==> config.mk <==
export PLATFORM = sky130hd
export DESIGN_NAME = enemy_top
export DESIGN_NICKNAME = d
export VERILOG_FILES = /design/src/rtl/tank_pkg.sv /design/src/rtl/enemy_top.sv /design/src/rtl/enemy_bullet.sv /design/src/rtl/shot_fifo.sv /design/src/rtl/enemy_tank.sv /design/src/rtl/step_tick.sv
export VERILOG_INCLUDE_DIRS = /design/src /design/src/rtl
export SDC_FILE = /design/constraint.sdc
export NUM_CORES = 1
export LEC_CHECK = 0
export BUFFER_PORTS_ARGS = -buffer_cell sky130_fd_sc_hd__buf_2
export CAP_MARGIN = 10
export CORE_AREA = 2 2 110 112
export CTS_CLUSTER_DIAMETER = 30
export CTS_CLUSTER_SIZE = 12
export DETAILED_ROUTE_END_ITERATION = 10
export DIE_AREA = 0 0 112 114
export PLACE_DENSITY = 0.84
export SETUP_SLACK_MARGIN = 0.15
export SLEW_MARGIN = 25
export SYNTH_ARGS = -nofsm -noshare
export SYNTH_HDL_FRONTEND = slang
export SYNTH_SLANG_ARGS = --single-unit
==> constraint.sdc <==
create_clock -name clk -period 4.4 [get_ports clk]
set_input_delay 1.32 -clock clk [delete_from_list [all_inputs] [get_ports clk]]
set_output_delay 1.32 -clock clk [all_outputs]
set_load 0.02 [all_outputs]
==> src/rtl/tank_cfg.svh <==
`ifndef TANK_CFG_SVH
`define TANK_CFG_SVH

// ---------------------------------------------------------------------------
// field limits, 17 columns by 21 rows
// ---------------------------------------------------------------------------
`define TANK_X_MAX 16              // last column
`define TANK_Y_MAX 20              // last row

// ---------------------------------------------------------------------------
// timing and buffering
// ---------------------------------------------------------------------------
`define TANK_STEP_DIV 4            // clocks per movement step, short for sim
`define TANK_FIFO_DEPTH 4          // queued shots

// far spawn corner, the near one is the origin
`define TANK_SPAWN_X1 16
`define TANK_SPAWN_Y1 12

`endif
==> src/rtl/tank_pkg.sv <==
`include "tank_cfg.svh"

package tank_pkg;

	typedef logic [4:0] coord_t;                  // one grid coordinate

	typedef struct packed {
		coord_t x;                                // column
		coord_t y;                                // row, 0 at the top
	} pos_t;

	typedef enum logic [1:0] {
		dir_up    = 2'd0,                         // y - 1
		dir_down  = 2'd1,                         // y + 1
		dir_left  = 2'd2,                         // x - 1
		dir_right = 2'd3                          // x + 1
	} dir_e;

	typedef enum logic [1:0] {
		st_dead  = 2'd0,
		st_spawn = 2'd1,                          // waiting for a step to appear
		st_alive = 2'd2
	} tank_st_e;

	typedef struct packed {
		pos_t pos;                                // cell where the shot starts
		dir_e dir;                                // flight direction
	} shot_t;

	// true when one cell in direction d stays on the field
	function automatic logic can_move(pos_t p, dir_e d);
		case (d)
			dir_up:   return p.y != coord_t'(0);
			dir_down: return p.y != coord_t'(`TANK_Y_MAX);
			dir_left: return p.x != coord_t'(0);
			default:  return p.x != coord_t'(`TANK_X_MAX);
		endcase
	endfunction

	// one cell step, position unchanged at the edge
	function automatic pos_t move_pos(pos_t p, dir_e d);
		pos_t q;
		q = p;
		if (can_move(p, d))
		begin
			case (d)
				dir_up:   q.y = p.y - coord_t'(1);
				dir_down: q.y = p.y + coord_t'(1);
				dir_left: q.x = p.x - coord_t'(1);
				default:  q.x = p.x + coord_t'(1);
			endcase
		end
		return q;
	endfunction

endpackage

==> src/rtl/enemy_top.sv <==
`timescale 1ns/1ps

module enemy_top (
	input  logic            clk,
	input  logic            rst_n,
	input  logic            enable,
	input  logic            respawn,
	input  logic            frozen,
	input  logic [1:0]      tank_num,
	input  tank_pkg::pos_t  player_pos,
	input  tank_pkg::pos_t  player_bul_pos,
	input  logic            player_bul_valid,
	output tank_pkg::pos_t  enemy_pos,
	output tank_pkg::dir_e  enemy_dir,
	output logic            enemy_alive,
	output logic [4:0]      score,
	output tank_pkg::pos_t  bul_pos,
	output logic            bul_active,
	output logic            player_hit
);

	logic            step;                        // movement strobe
	logic            shot_push;
	logic            shot_pop;
	logic            shot_empty;
	tank_pkg::shot_t shot;                        // tank to queue
	tank_pkg::shot_t head;                        // queue to bullet

	// ------------------------------------------------------------------------
	// step source, shot producer, queue and consumer
	// ------------------------------------------------------------------------
	step_tick i_step_tick (
		.clk    (clk),
		.rst_n  (rst_n),
		.enable (enable),
		.step   (step)
	);

	enemy_tank i_enemy_tank (
		.clk              (clk),
		.rst_n            (rst_n),
		.enable           (enable),
		.step             (step),
		.respawn          (respawn),
		.frozen           (frozen),
		.tank_num         (tank_num),
		.player_pos       (player_pos),
		.player_bul_pos   (player_bul_pos),
		.player_bul_valid (player_bul_valid),
		.enemy_pos        (enemy_pos),
		.enemy_dir        (enemy_dir),
		.enemy_alive      (enemy_alive),
		.score            (score),
		.shot_push        (shot_push),
		.shot             (shot)
	);

	shot_fifo i_shot_fifo (
		.clk        (clk),
		.rst_n      (rst_n),
		.push       (shot_push),
		.pop        (shot_pop),
		.din        (shot),
		.head       (head),
		.shot_empty (shot_empty)
	);

	enemy_bullet i_enemy_bullet (
		.clk        (clk),
		.rst_n      (rst_n),
		.enable     (enable),
		.step       (step),
		.player_pos (player_pos),
		.head       (head),
		.shot_empty (shot_empty),
		.shot_pop   (shot_pop),
		.bul_pos    (bul_pos),
		.bul_active (bul_active),
		.player_hit (player_hit)
	);

endmodule

==> src/rtl/enemy_bullet.sv <==
`timescale 1ns/1ps

module enemy_bullet (
	input  logic            clk,
	input  logic            rst_n,
	input  logic            enable,
	input  logic            step,
	input  tank_pkg::pos_t  player_pos,
	input  tank_pkg::shot_t head,
	input  logic            shot_empty,
	output logic            shot_pop,
	output tank_pkg::pos_t  bul_pos,
	output logic            bul_active,
	output logic            player_hit
);

	typedef enum logic {
		b_idle = 1'b0,
		b_fly  = 1'b1
	} bul_st_e;

	bul_st_e        state;
	tank_pkg::dir_e bul_dir;                      // heading of the live bullet
	logic           on_player;

	assign shot_pop   = enable && (state == b_idle) && !shot_empty;   // fetch next shot
	assign bul_active = (state == b_fly);
	assign on_player  = (bul_pos == player_pos);

	// ------------------------------------------------------------------------
	// launch, flight and retire
	// ------------------------------------------------------------------------
	always_ff @(posedge clk or negedge rst_n)
	begin
		if (!rst_n)
		begin
			state      <= b_idle;
			bul_pos    <= '0;
			bul_dir    <= tank_pkg::dir_up;
			player_hit <= 1'b0;
		end
		else
		begin
			player_hit <= 1'b0;
			if (enable)
			begin
				case (state)
					b_idle:
						if (shot_pop)
						begin
							bul_pos <= head.pos;          // start at the firing cell
							bul_dir <= head.dir;
							state   <= b_fly;
						end
					b_fly:
						if (on_player)
						begin
							player_hit <= 1'b1;           // one clock pulse
							state      <= b_idle;
						end
						else if (step)
						begin
							if (tank_pkg::can_move(bul_pos, bul_dir))
								bul_pos <= tank_pkg::move_pos(bul_pos, bul_dir);
							else
								state <= b_idle;          // next cell off the field
						end
					default:
						state <= b_idle;
				endcase
			end
		end
	end

endmodule

==> src/rtl/shot_fifo.sv <==
`timescale 1ns/1ps
`include "tank_cfg.svh"

module shot_fifo (
	input  logic            clk,
	input  logic            rst_n,
	input  logic            push,
	input  logic            pop,
	input  tank_pkg::shot_t din,
	output tank_pkg::shot_t head,
	output logic            shot_empty
);

	localparam int DEPTH = `TANK_FIFO_DEPTH;
	localparam int AW    = (DEPTH > 1) ? $clog2(DEPTH) : 1;

	tank_pkg::shot_t mem [DEPTH];
	logic [AW-1:0]   wr_ptr;
	logic [AW-1:0]   rd_ptr;
	logic [AW:0]     count;                       // entries held
	logic            full;
	logic            do_push;
	logic            do_pop;

	assign full       = (count == (AW+1)'(DEPTH));
	assign shot_empty = (count == '0);
	assign do_push    = push && !full;            // push into full queue lost
	assign do_pop     = pop && !shot_empty;
	assign head       = mem[rd_ptr];              // show-ahead

	always_ff @(posedge clk)
	begin
		if (do_push)
			mem[wr_ptr] <= din;
	end

	always_ff @(posedge clk or negedge rst_n)
	begin
		if (!rst_n)
		begin
			wr_ptr <= '0;
			rd_ptr <= '0;
			count  <= '0;
		end
		else
		begin
			if (do_push)
				wr_ptr <= (wr_ptr == AW'(DEPTH - 1)) ? '0 : wr_ptr + AW'(1);
			if (do_pop)
				rd_ptr <= (rd_ptr == AW'(DEPTH - 1)) ? '0 : rd_ptr + AW'(1);
			if (do_push && !do_pop)
				count <= count + (AW+1)'(1);
			else if (do_pop && !do_push)
				count <= count - (AW+1)'(1);
		end
	end

endmodule

==> src/rtl/enemy_tank.sv <==
`timescale 1ns/1ps
`include "tank_cfg.svh"

module enemy_tank (
	input  logic              clk,
	input  logic              rst_n,
	input  logic              enable,
	input  logic              step,
	input  logic              respawn,
	input  logic              frozen,
	input  logic [1:0]        tank_num,
	input  tank_pkg::pos_t    player_pos,
	input  tank_pkg::pos_t    player_bul_pos,
	input  logic              player_bul_valid,
	output tank_pkg::pos_t    enemy_pos,
	output tank_pkg::dir_e    enemy_dir,
	output logic              enemy_alive,
	output logic [4:0]        score,
	output logic              shot_push,
	output tank_pkg::shot_t   shot
);

	tank_pkg::tank_st_e state;
	logic               eql;                      // sitting on the player
	logic [4:0]         h_dis;                    // |ex - px|
	logic [4:0]         v_dis;                    // |ey - py|
	logic               x_lt;                     // player to the right
	logic               y_lt;                     // player below
	logic               hit;
	logic               mv_en;
	logic               fire;
	tank_pkg::dir_e     mv_dir;
	tank_pkg::pos_t     new_pos;
	tank_pkg::pos_t     corner;

	// ------------------------------------------------------------------------
	// distance and side to the player, one clock behind the position
	// ------------------------------------------------------------------------
	always_ff @(posedge clk or negedge rst_n)
	begin
		if (!rst_n)
		begin
			eql   <= 1'b0;
			h_dis <= '0;
			v_dis <= '0;
			x_lt  <= 1'b0;
			y_lt  <= 1'b0;
		end
		else if (enable)
		begin
			eql  <= (enemy_pos == player_pos);
			x_lt <= (enemy_pos.x < player_pos.x);
			y_lt <= (enemy_pos.y < player_pos.y);
			if (enemy_pos.x < player_pos.x)
				h_dis <= player_pos.x - enemy_pos.x;
			else
				h_dis <= enemy_pos.x - player_pos.x;
			if (enemy_pos.y < player_pos.y)
				v_dis <= player_pos.y - enemy_pos.y;
			else
				v_dis <= enemy_pos.y - player_pos.y;
		end
	end

	// ------------------------------------------------------------------------
	// chase rule
	// ------------------------------------------------------------------------
	always_comb
	begin
		mv_en  = 1'b1;
		fire   = 1'b0;
		mv_dir = enemy_dir;
		if (eql)
			mv_en = 1'b0;                         // already on the player, hold
		else if (h_dis == 5'd0)
		begin
			mv_dir = y_lt ? tank_pkg::dir_down : tank_pkg::dir_up;
			fire   = 1'b1;                        // same column
		end
		else if (v_dis == 5'd0)
		begin
			mv_dir = x_lt ? tank_pkg::dir_right : tank_pkg::dir_left;
			fire   = 1'b1;                        // same row
		end
		else if (h_dis < v_dis)
			mv_dir = x_lt ? tank_pkg::dir_right : tank_pkg::dir_left;
		else
			mv_dir = y_lt ? tank_pkg::dir_down : tank_pkg::dir_up;
	end

	assign new_pos = mv_en ? tank_pkg::move_pos(enemy_pos, mv_dir) : enemy_pos;

	// spawn corner from tank_num, bit 0 picks the column
	assign corner.x = tank_num[0] ? tank_pkg::coord_t'(`TANK_SPAWN_X1) : tank_pkg::coord_t'(0);
	assign corner.y = tank_num[1] ? tank_pkg::coord_t'(`TANK_SPAWN_Y1) : tank_pkg::coord_t'(0);

	assign hit = (enemy_pos == player_pos) ||
	             (player_bul_valid && (enemy_pos == player_bul_pos));

	assign enemy_alive = (state == tank_pkg::st_alive);

	// ------------------------------------------------------------------------
	// tank FSM, position and score
	// ------------------------------------------------------------------------
	always_ff @(posedge clk or negedge rst_n)
	begin
		if (!rst_n)
		begin
			state     <= tank_pkg::st_dead;
			enemy_pos <= '0;
			enemy_dir <= tank_pkg::dir_up;
			score     <= '0;
			shot_push <= 1'b0;
		end
		else if (!enable)
		begin
			score     <= '0;                      // game off, state holds
			shot_push <= 1'b0;
		end
		else
		begin
			shot_push <= 1'b0;
			case (state)
				tank_pkg::st_dead:
					if (respawn)
						state <= tank_pkg::st_spawn;
				tank_pkg::st_spawn:
					if (step)
					begin
						enemy_pos <= corner;
						state     <= tank_pkg::st_alive;
					end
				tank_pkg::st_alive:
					if (hit)
					begin
						state <= tank_pkg::st_dead;   // hit wins over movement
						score <= score + 5'd1;
					end
					else if (step && !frozen)
					begin
						enemy_pos <= new_pos;
						if (new_pos != enemy_pos)
							enemy_dir <= mv_dir;      // only a taken move turns
						shot_push <= fire;
					end
				default:
					state <= tank_pkg::st_dead;
			endcase
		end
	end

	// shot payload, meaningful only with shot_push
	always_ff @(posedge clk)
	begin
		if (step)
		begin
			shot.pos <= new_pos;
			shot.dir <= mv_dir;
		end
	end

endmodule

==> src/rtl/step_tick.sv <==
`timescale 1ns/1ps
`include "tank_cfg.svh"

module step_tick (
	input  logic clk,
	input  logic rst_n,
	input  logic enable,
	output logic step
);

	localparam int DIV = `TANK_STEP_DIV;
	localparam int CW  = (DIV > 1) ? $clog2(DIV) : 1;

	logic [CW-1:0] cnt;                           // clocks since last strobe

	always_ff @(posedge clk or negedge rst_n)
	begin
		if (!rst_n)
		begin
			cnt  <= '0;
			step <= 1'b0;
		end
		else if (enable)
		begin
			step <= (cnt == CW'(DIV - 1));        // strobe on the wrap
			if (cnt == CW'(DIV - 1))
				cnt <= '0;
			else
				cnt <= cnt + CW'(1);
		end
		else
			step <= 1'b0;                         // counter frozen, no strobe
	end

endmodule

* Word-level counts from Yosys, hierarchy flattened
Memories as Yosys holds them, arrays and structs flattened. Index checks and enable logic that the tools add are counted. Widths: inputs -> output; s select.
Cells by class: add/subtract/negate cells 18, magnitude comparators 3, equal/unequal tests 32, mux-type cells 67, bitwise gates (word level) 2, reduce and logical (&&, ||, !) cells 35
Operators with widths (number):
- $mux 10 | 10
- $pmux 10 s2 | 2
- $pmux 5 s2 | 4
- $eq 10x10->1 | 3
- $mux 5 | 6
- $mux 1 | 28
- $add 5x1->5 const B | 5
- $mux 2 | 10
- $ne 5x5->1 const B | 4
- $reduce_bool 5->1 | 4
- $sub 5x1->5 const B | 4
- $sub 5x5->5 | 4
- $ne 2x2->1 const B | 9
- $lt 5x5->1 | 3
- $reduce_and 7->1 | 2
- $eq 2x2->1 const B | 6
- $logic_not 5->1 | 2
- $ne 10x10->1 | 1
- $reduce_and 5->1 | 2
- $logic_and 1x1->1 | 8
- $ne 2x1->1 const B | 4
- $add 2x1->2 const B | 3
- $eq 2x1->1 const B | 3
- $logic_not 2->1 | 3
- 18 further kinds | 27
Word-level totals: flip-flop bits (word level) 69, bits in writable memories 48, input bits 28, word-level logic and storage cells 182, memories kept 1
Memory list:
- i_shot_fifo.mem | depth 4, bits a word 12, rd ports 1, clocked after Yosys merged registers in 0, wr ports 1, RTL line shot_fifo.sv:17 | tank_pkg::shot_t mem [DEPTH];

* Longest topological paths before layout
depth after elaboration 16, mapped depth 15, depth with buffers taken out 15

* Cells and area by module
A second synthesis with hierarchy kept.
Unflattened totals: cell total of the unflattened synthesis 589, area, all modules 6926.6 um^2
By module, submodules not included:
- enemy_tank | times used 1, cells an instance 344, area an instance 3329.4 um^2, sequential area each 1186.1 um^2
- shot_fifo | times used 1, cells an instance 100, area an instance 2215.9 um^2, sequential area each 1616.6 um^2
- enemy_bullet | times used 1, cells an instance 137, area an instance 1260.0 um^2, sequential area each 350.3 um^2
- step_tick | times used 1, cells an instance 8, area an instance 121.4 um^2, sequential area each 75.1 um^2

* Least setup slack after synthesis
No wires, ideal clock.
path type flip-flop to flip-flop, start reg i_enemy_tank.v_dis[2], end reg i_enemy_tank.shot[11] (netlist name), arrival 3.178 ns, data required time 4.132 ns, setup slack 0.954 ns, stages on the path, launching flop included 15, path buffers 0, cells stage by stage dfrtp_1 > inv_1 > ha_1 > a211oi_1 > o211ai_2 > a2111oi_4 > nor3_4 > and2_2 > fa_1 > a21o_1 > a21oi_1 > nand3_1 > mux2i_1 > nand3_1 > xnor2_1
RTL lines:
- start: declaration | RTL line enemy_tank.sv:26 | logic [4:0] v_dis;
- start signal: assignment | RTL line enemy_tank.sv:59 | v_dis <= player_pos.y - enemy_pos.y;
- start signal: assignment | RTL line enemy_tank.sv:61 | v_dis <= enemy_pos.y - player_pos.y;

==> key figures <==
Status
  – Status: finished, final reports clean

Routing
  – Wire per inst: roughly 21 um
  – Total number of vias: 5211
  – Routed Antenna Nets: 0
  – DRT Pass-1 Iters: 6
  – Drt total wl: 17600 um
  – DR iter-0 viols: 510
  – DRC Markers: 0
  – Vias per cell: 6.35

Timing
  – Setup TNS: 0 ns
  – Unrepaired setup endpoints after global routing: no
  – Fmax achieved: ~260 MHz
  – Clk_skew: 0.00572 ns
  – Final setup vio count: 0
  – Fin. max-slew vios: 0
  – Final Hold Fails: 0
  – Final period utilization: 86.5%
  – Minimum clock period: 3.81 ns
  – Rel. slew slack: 41.2%
  – Transition time of the tightest slew-check pin: just under 0.9 ns

Power
  – Internal power: 3.32 mW
  – Switching power: between 2 and 2.5 mW
  – Maximum VDD drop: 0.000517 V
  – PwrDens: about 720 nW/um^2
  – Combinational power share: 43.7%
  – Reg power frac: 32.2%
  – Leakage power total: 3.31 nW
  – Clk pwr share: 24.1%
  – Sw Ratio: 41.0%

Logic synthesis
  – Cells after Synth: 595
  – Top cells by count, synth: edfxtp_1, dfrtp_1, inv_1
  – Unique cell type count in the Yosys netlist: 70
  – Synth top area cells: edfxtp_1, dfrtp_1, ha_1
  – Syn_area_per_cell: roughly 11 um^2
  – Top_reg_cell synth: edfxtp_1
  – Area share of the largest cell type after synthesis: a little over a quarter
  – Syn Nets: 674
  – Seq cells post-synth: 117
  – Sequential share of the synthesized area: a little under half
  – EDFF count, synth: 60
  – Asr flop ratio synth: about half
  – Synth Warn #: 0
  – Area leader, netlist: edfxtp_1
  – Top-count cell post-synth: edfxtp_1
  – Post-Syn Area: 6800 um^2

CTS
  – Clk slew on worst S/H paths: roughly 0.060 ns
  – Hold Buf Count CTS: 0
  – Post-CTS sizing: 0
  – Htree depth: 4
  – Cts bufs inserted: 17
  – CTS max path bufs: 2
  – TritonCTS clock tree: built
  – Setup Fix Bufs, Post-CTS: 0
  – Clock Latency Late Sink: about 0.42 ns
  – Root buffer cell: clkbuf_16
  – CTS sink cnt: 117

Cells and area
  – FF+latch area: 3230 um^2
  – Fillers: 858
  – Area growth, synth to finish: 15.1%
  – Non-Filler Instances: 820
  – Multi-input combinational cell area: ~3300 um^2
  – Layout cells sized above 1: 20.2%
  – # diodes: 0
  – NumNets Final: 739

Placed design
  – Port buffer count: 57
  – # placed instances: 788
  – Post-DP HPWL: approximately 13000 um
  – Routability cong.: 0.948

Floorplanning
  – I/O Pins: 58
  – Starting Density: around three fifths
  – DIE HEIGHT: 114 um
  – Row count: 40
  – Die W: 112 um
  – Die area: approximately 13000 um^2
  – Core ar.: 11700 um^2

Hold path
  – Worst Hold Class: reg2reg
  – Hold Path Stages: 0

Global routing
  – Total Routing Usage GR: between 20% and 30%
  – First-pass GRT wire length: 28000 um
  – Number of global-route vias before repair: 5260
  – Gr ovfl total: 0
  – Largest net degree at the start of global routing: 35
  – Initial antenna violation count: 0

Setup path
  – Worst setup SP type: flip-flop
  – Endpoint class of the critical path: flip-flop
  – Arrival time worst endpoint: 3.97 ns
  – WS Path Type: reg2reg
  – Largest fanout on the critical path: 7
  – Req. time, crit path: roughly 4.6 ns
  – R2R depth: 14

Job
  – Max-cap viol count: 0
[critical path: stages, from the launching register on]
cell	delay (ns)
dfrtp_1	0.36
inv_1	0.08
ha_1	0.31
a211oi_1	0.35
o211ai_2	0.24
a2111oi_4	0.46
nor3_4	0.15
and2_2	0.24
fa_1	0.41
a21o_1	0.17
a21oi_1	0.17
nand3_1	0.09
mux2i_1	0.19
nand3_1	0.15
xnor2_1	0.15
[power groups by stage]
| stage | clock (mW) | combinational (mW) | sequential [mW] |
|---|---|---|---|
| 2_1_floorplan | 0 | 1.78 | 1.73 |
| 3_3_place_gp | 0 | 2.29 | 1.80 |
| 3_5_place_dp | 0 | 2.38 | 1.82 |
| 4_1_cts | 1.36 | 2.43 | 1.80 |
| 5_1_grt | 1.41 | 2.67 | 1.84 |
| 6_report | 1.36 | 2.46 | 1.81 |
[per-stage QoR]
step / worst slack (ns) / area, um^2 / hold WS, ns / total power [mW] / utilization (%)
3_5_place_dp: 0.621 / 7240 / 0.498 / 4.20 / 61.8
5_1_grt: 0.359 / 7830 / 0.526 / 5.93 / 66.8
4_1_cts: 0.626 / 7830 / 0.507 / 5.59 / 66.8
3_3_place_gp: 0.729 / 7240 / 0.469 / 4.08 / 61.8
6_report: 0.593 / 7830 / 0.500 / 5.63 / 66.8
2_1_floorplan: 0.954 / 6800 / 0.459 / 3.52 / -
[flip-flops by register name (all words and copies together) (netlist names), 3 cells and up]
register / count
i_enemy_tank.enemy_pos: 10
i_enemy_tank.score: 5
i_shot_fifo.mem: 48
i_enemy_tank.h_dis: 5
i_enemy_bullet.bul_pos: 10
i_enemy_tank.v_dis: 5
i_shot_fifo.count: 3
i_enemy_tank.shot: 12
[per-layer routing]
metal  vias up  wire length, um  share of wire (%)  GRT usage [%]
met4         0              492                2.8           10.7
met3        54             1320                7.5           6.22
met1      2555             6820                 39           36.5
met5         -                0                  0              0
met2       287             8980                 51           50.1
li1       2315                -                  -              -
[area by class of cell]
cell class	count	area share (%)
multi-input cells	412	42.5
flip-flops and latches	117	41.3
clock inverters	15	2.00
repair buffers	61	4.03
clock buffers	17	5.44
inverters	51	2.45
well taps	147	2.35
[final timing paths]
kind                                                    from                                 to  slack, ns
hold / removal               i_enemy_tank.shot[10]$_DFFE_PP_   i_shot_fifo.mem[0][10]$_DFFE_PP_       0.50
hold reg to reg              i_enemy_tank.shot[10]$_DFFE_PP_   i_shot_fifo.mem[0][10]$_DFFE_PP_       0.50
max in group asynchronous                              rst_n      i_enemy_tank.y_lt$_DFFE_PN0P_       2.49
setup reg to reg           i_enemy_tank.v_dis[2]$_DFFE_PN0P_    i_enemy_tank.shot[11]$_DFFE_PP_       0.59
min in group asynchronous                              rst_n  i_shot_fifo.wr_ptr[0]$_DFFE_PN0P_       1.02
setup / recovery           i_enemy_tank.v_dis[2]$_DFFE_PN0P_    i_enemy_tank.shot[11]$_DFFE_PP_       0.59
[layout by cell type, fill, tap and decap left out, drive strengths merged, types with 3 or more instances in the layout]
| master | instances |
|---|---|
| a2111oi | 5 |
| a21boi | 3 |
| a21o | 12 |
| a21oi | 20 |
| a22o | 5 |
| a31oi | 4 |
| and2 | 12 |
| and3 | 4 |
| buf | 61 |
| clkbuf | 17 |
| clkinv | 9 |
| dfrtp | 57 |
| edfxtp | 60 |
| fa | 9 |
| ha | 42 |
| inv | 54 |
| mux2 | 10 |
| mux2i | 8 |
| mux4 | 12 |
| nand2 | 49 |
| nand2b | 7 |
| nand3 | 16 |
| nand3b | 3 |
| nand4 | 12 |
| nor2 | 25 |
| nor2b | 3 |
| nor3 | 9 |
| nor4 | 5 |
| o211ai | 4 |
| o21a | 5 |
| o21ai | 41 |
| o21bai | 3 |
| o311ai | 5 |
| o31ai | 5 |
| or3 | 5 |
| or4 | 3 |
| xnor2 | 34 |
| xor2 | 9 |
[kinds of logic (layout without fill, tap and decap cells)]
logic type | after synthesis | count (layout) | synth area share (%)
AOI/OAI and AO/OA | 129 | 129 | 13.7
xor gates and xnor gates | 43 | 43 | 5.54
adders and majority gates | 51 | 51 | 10.4
buffers and inverters | 66 | 144 | 3.64
DFF | 117 | 117 | 47.5
muxes | 30 | 30 | 6.92
and+or+nand+nor | 159 | 159 | 12.4
Note: power is estimated with default switching activity, not from simulation.
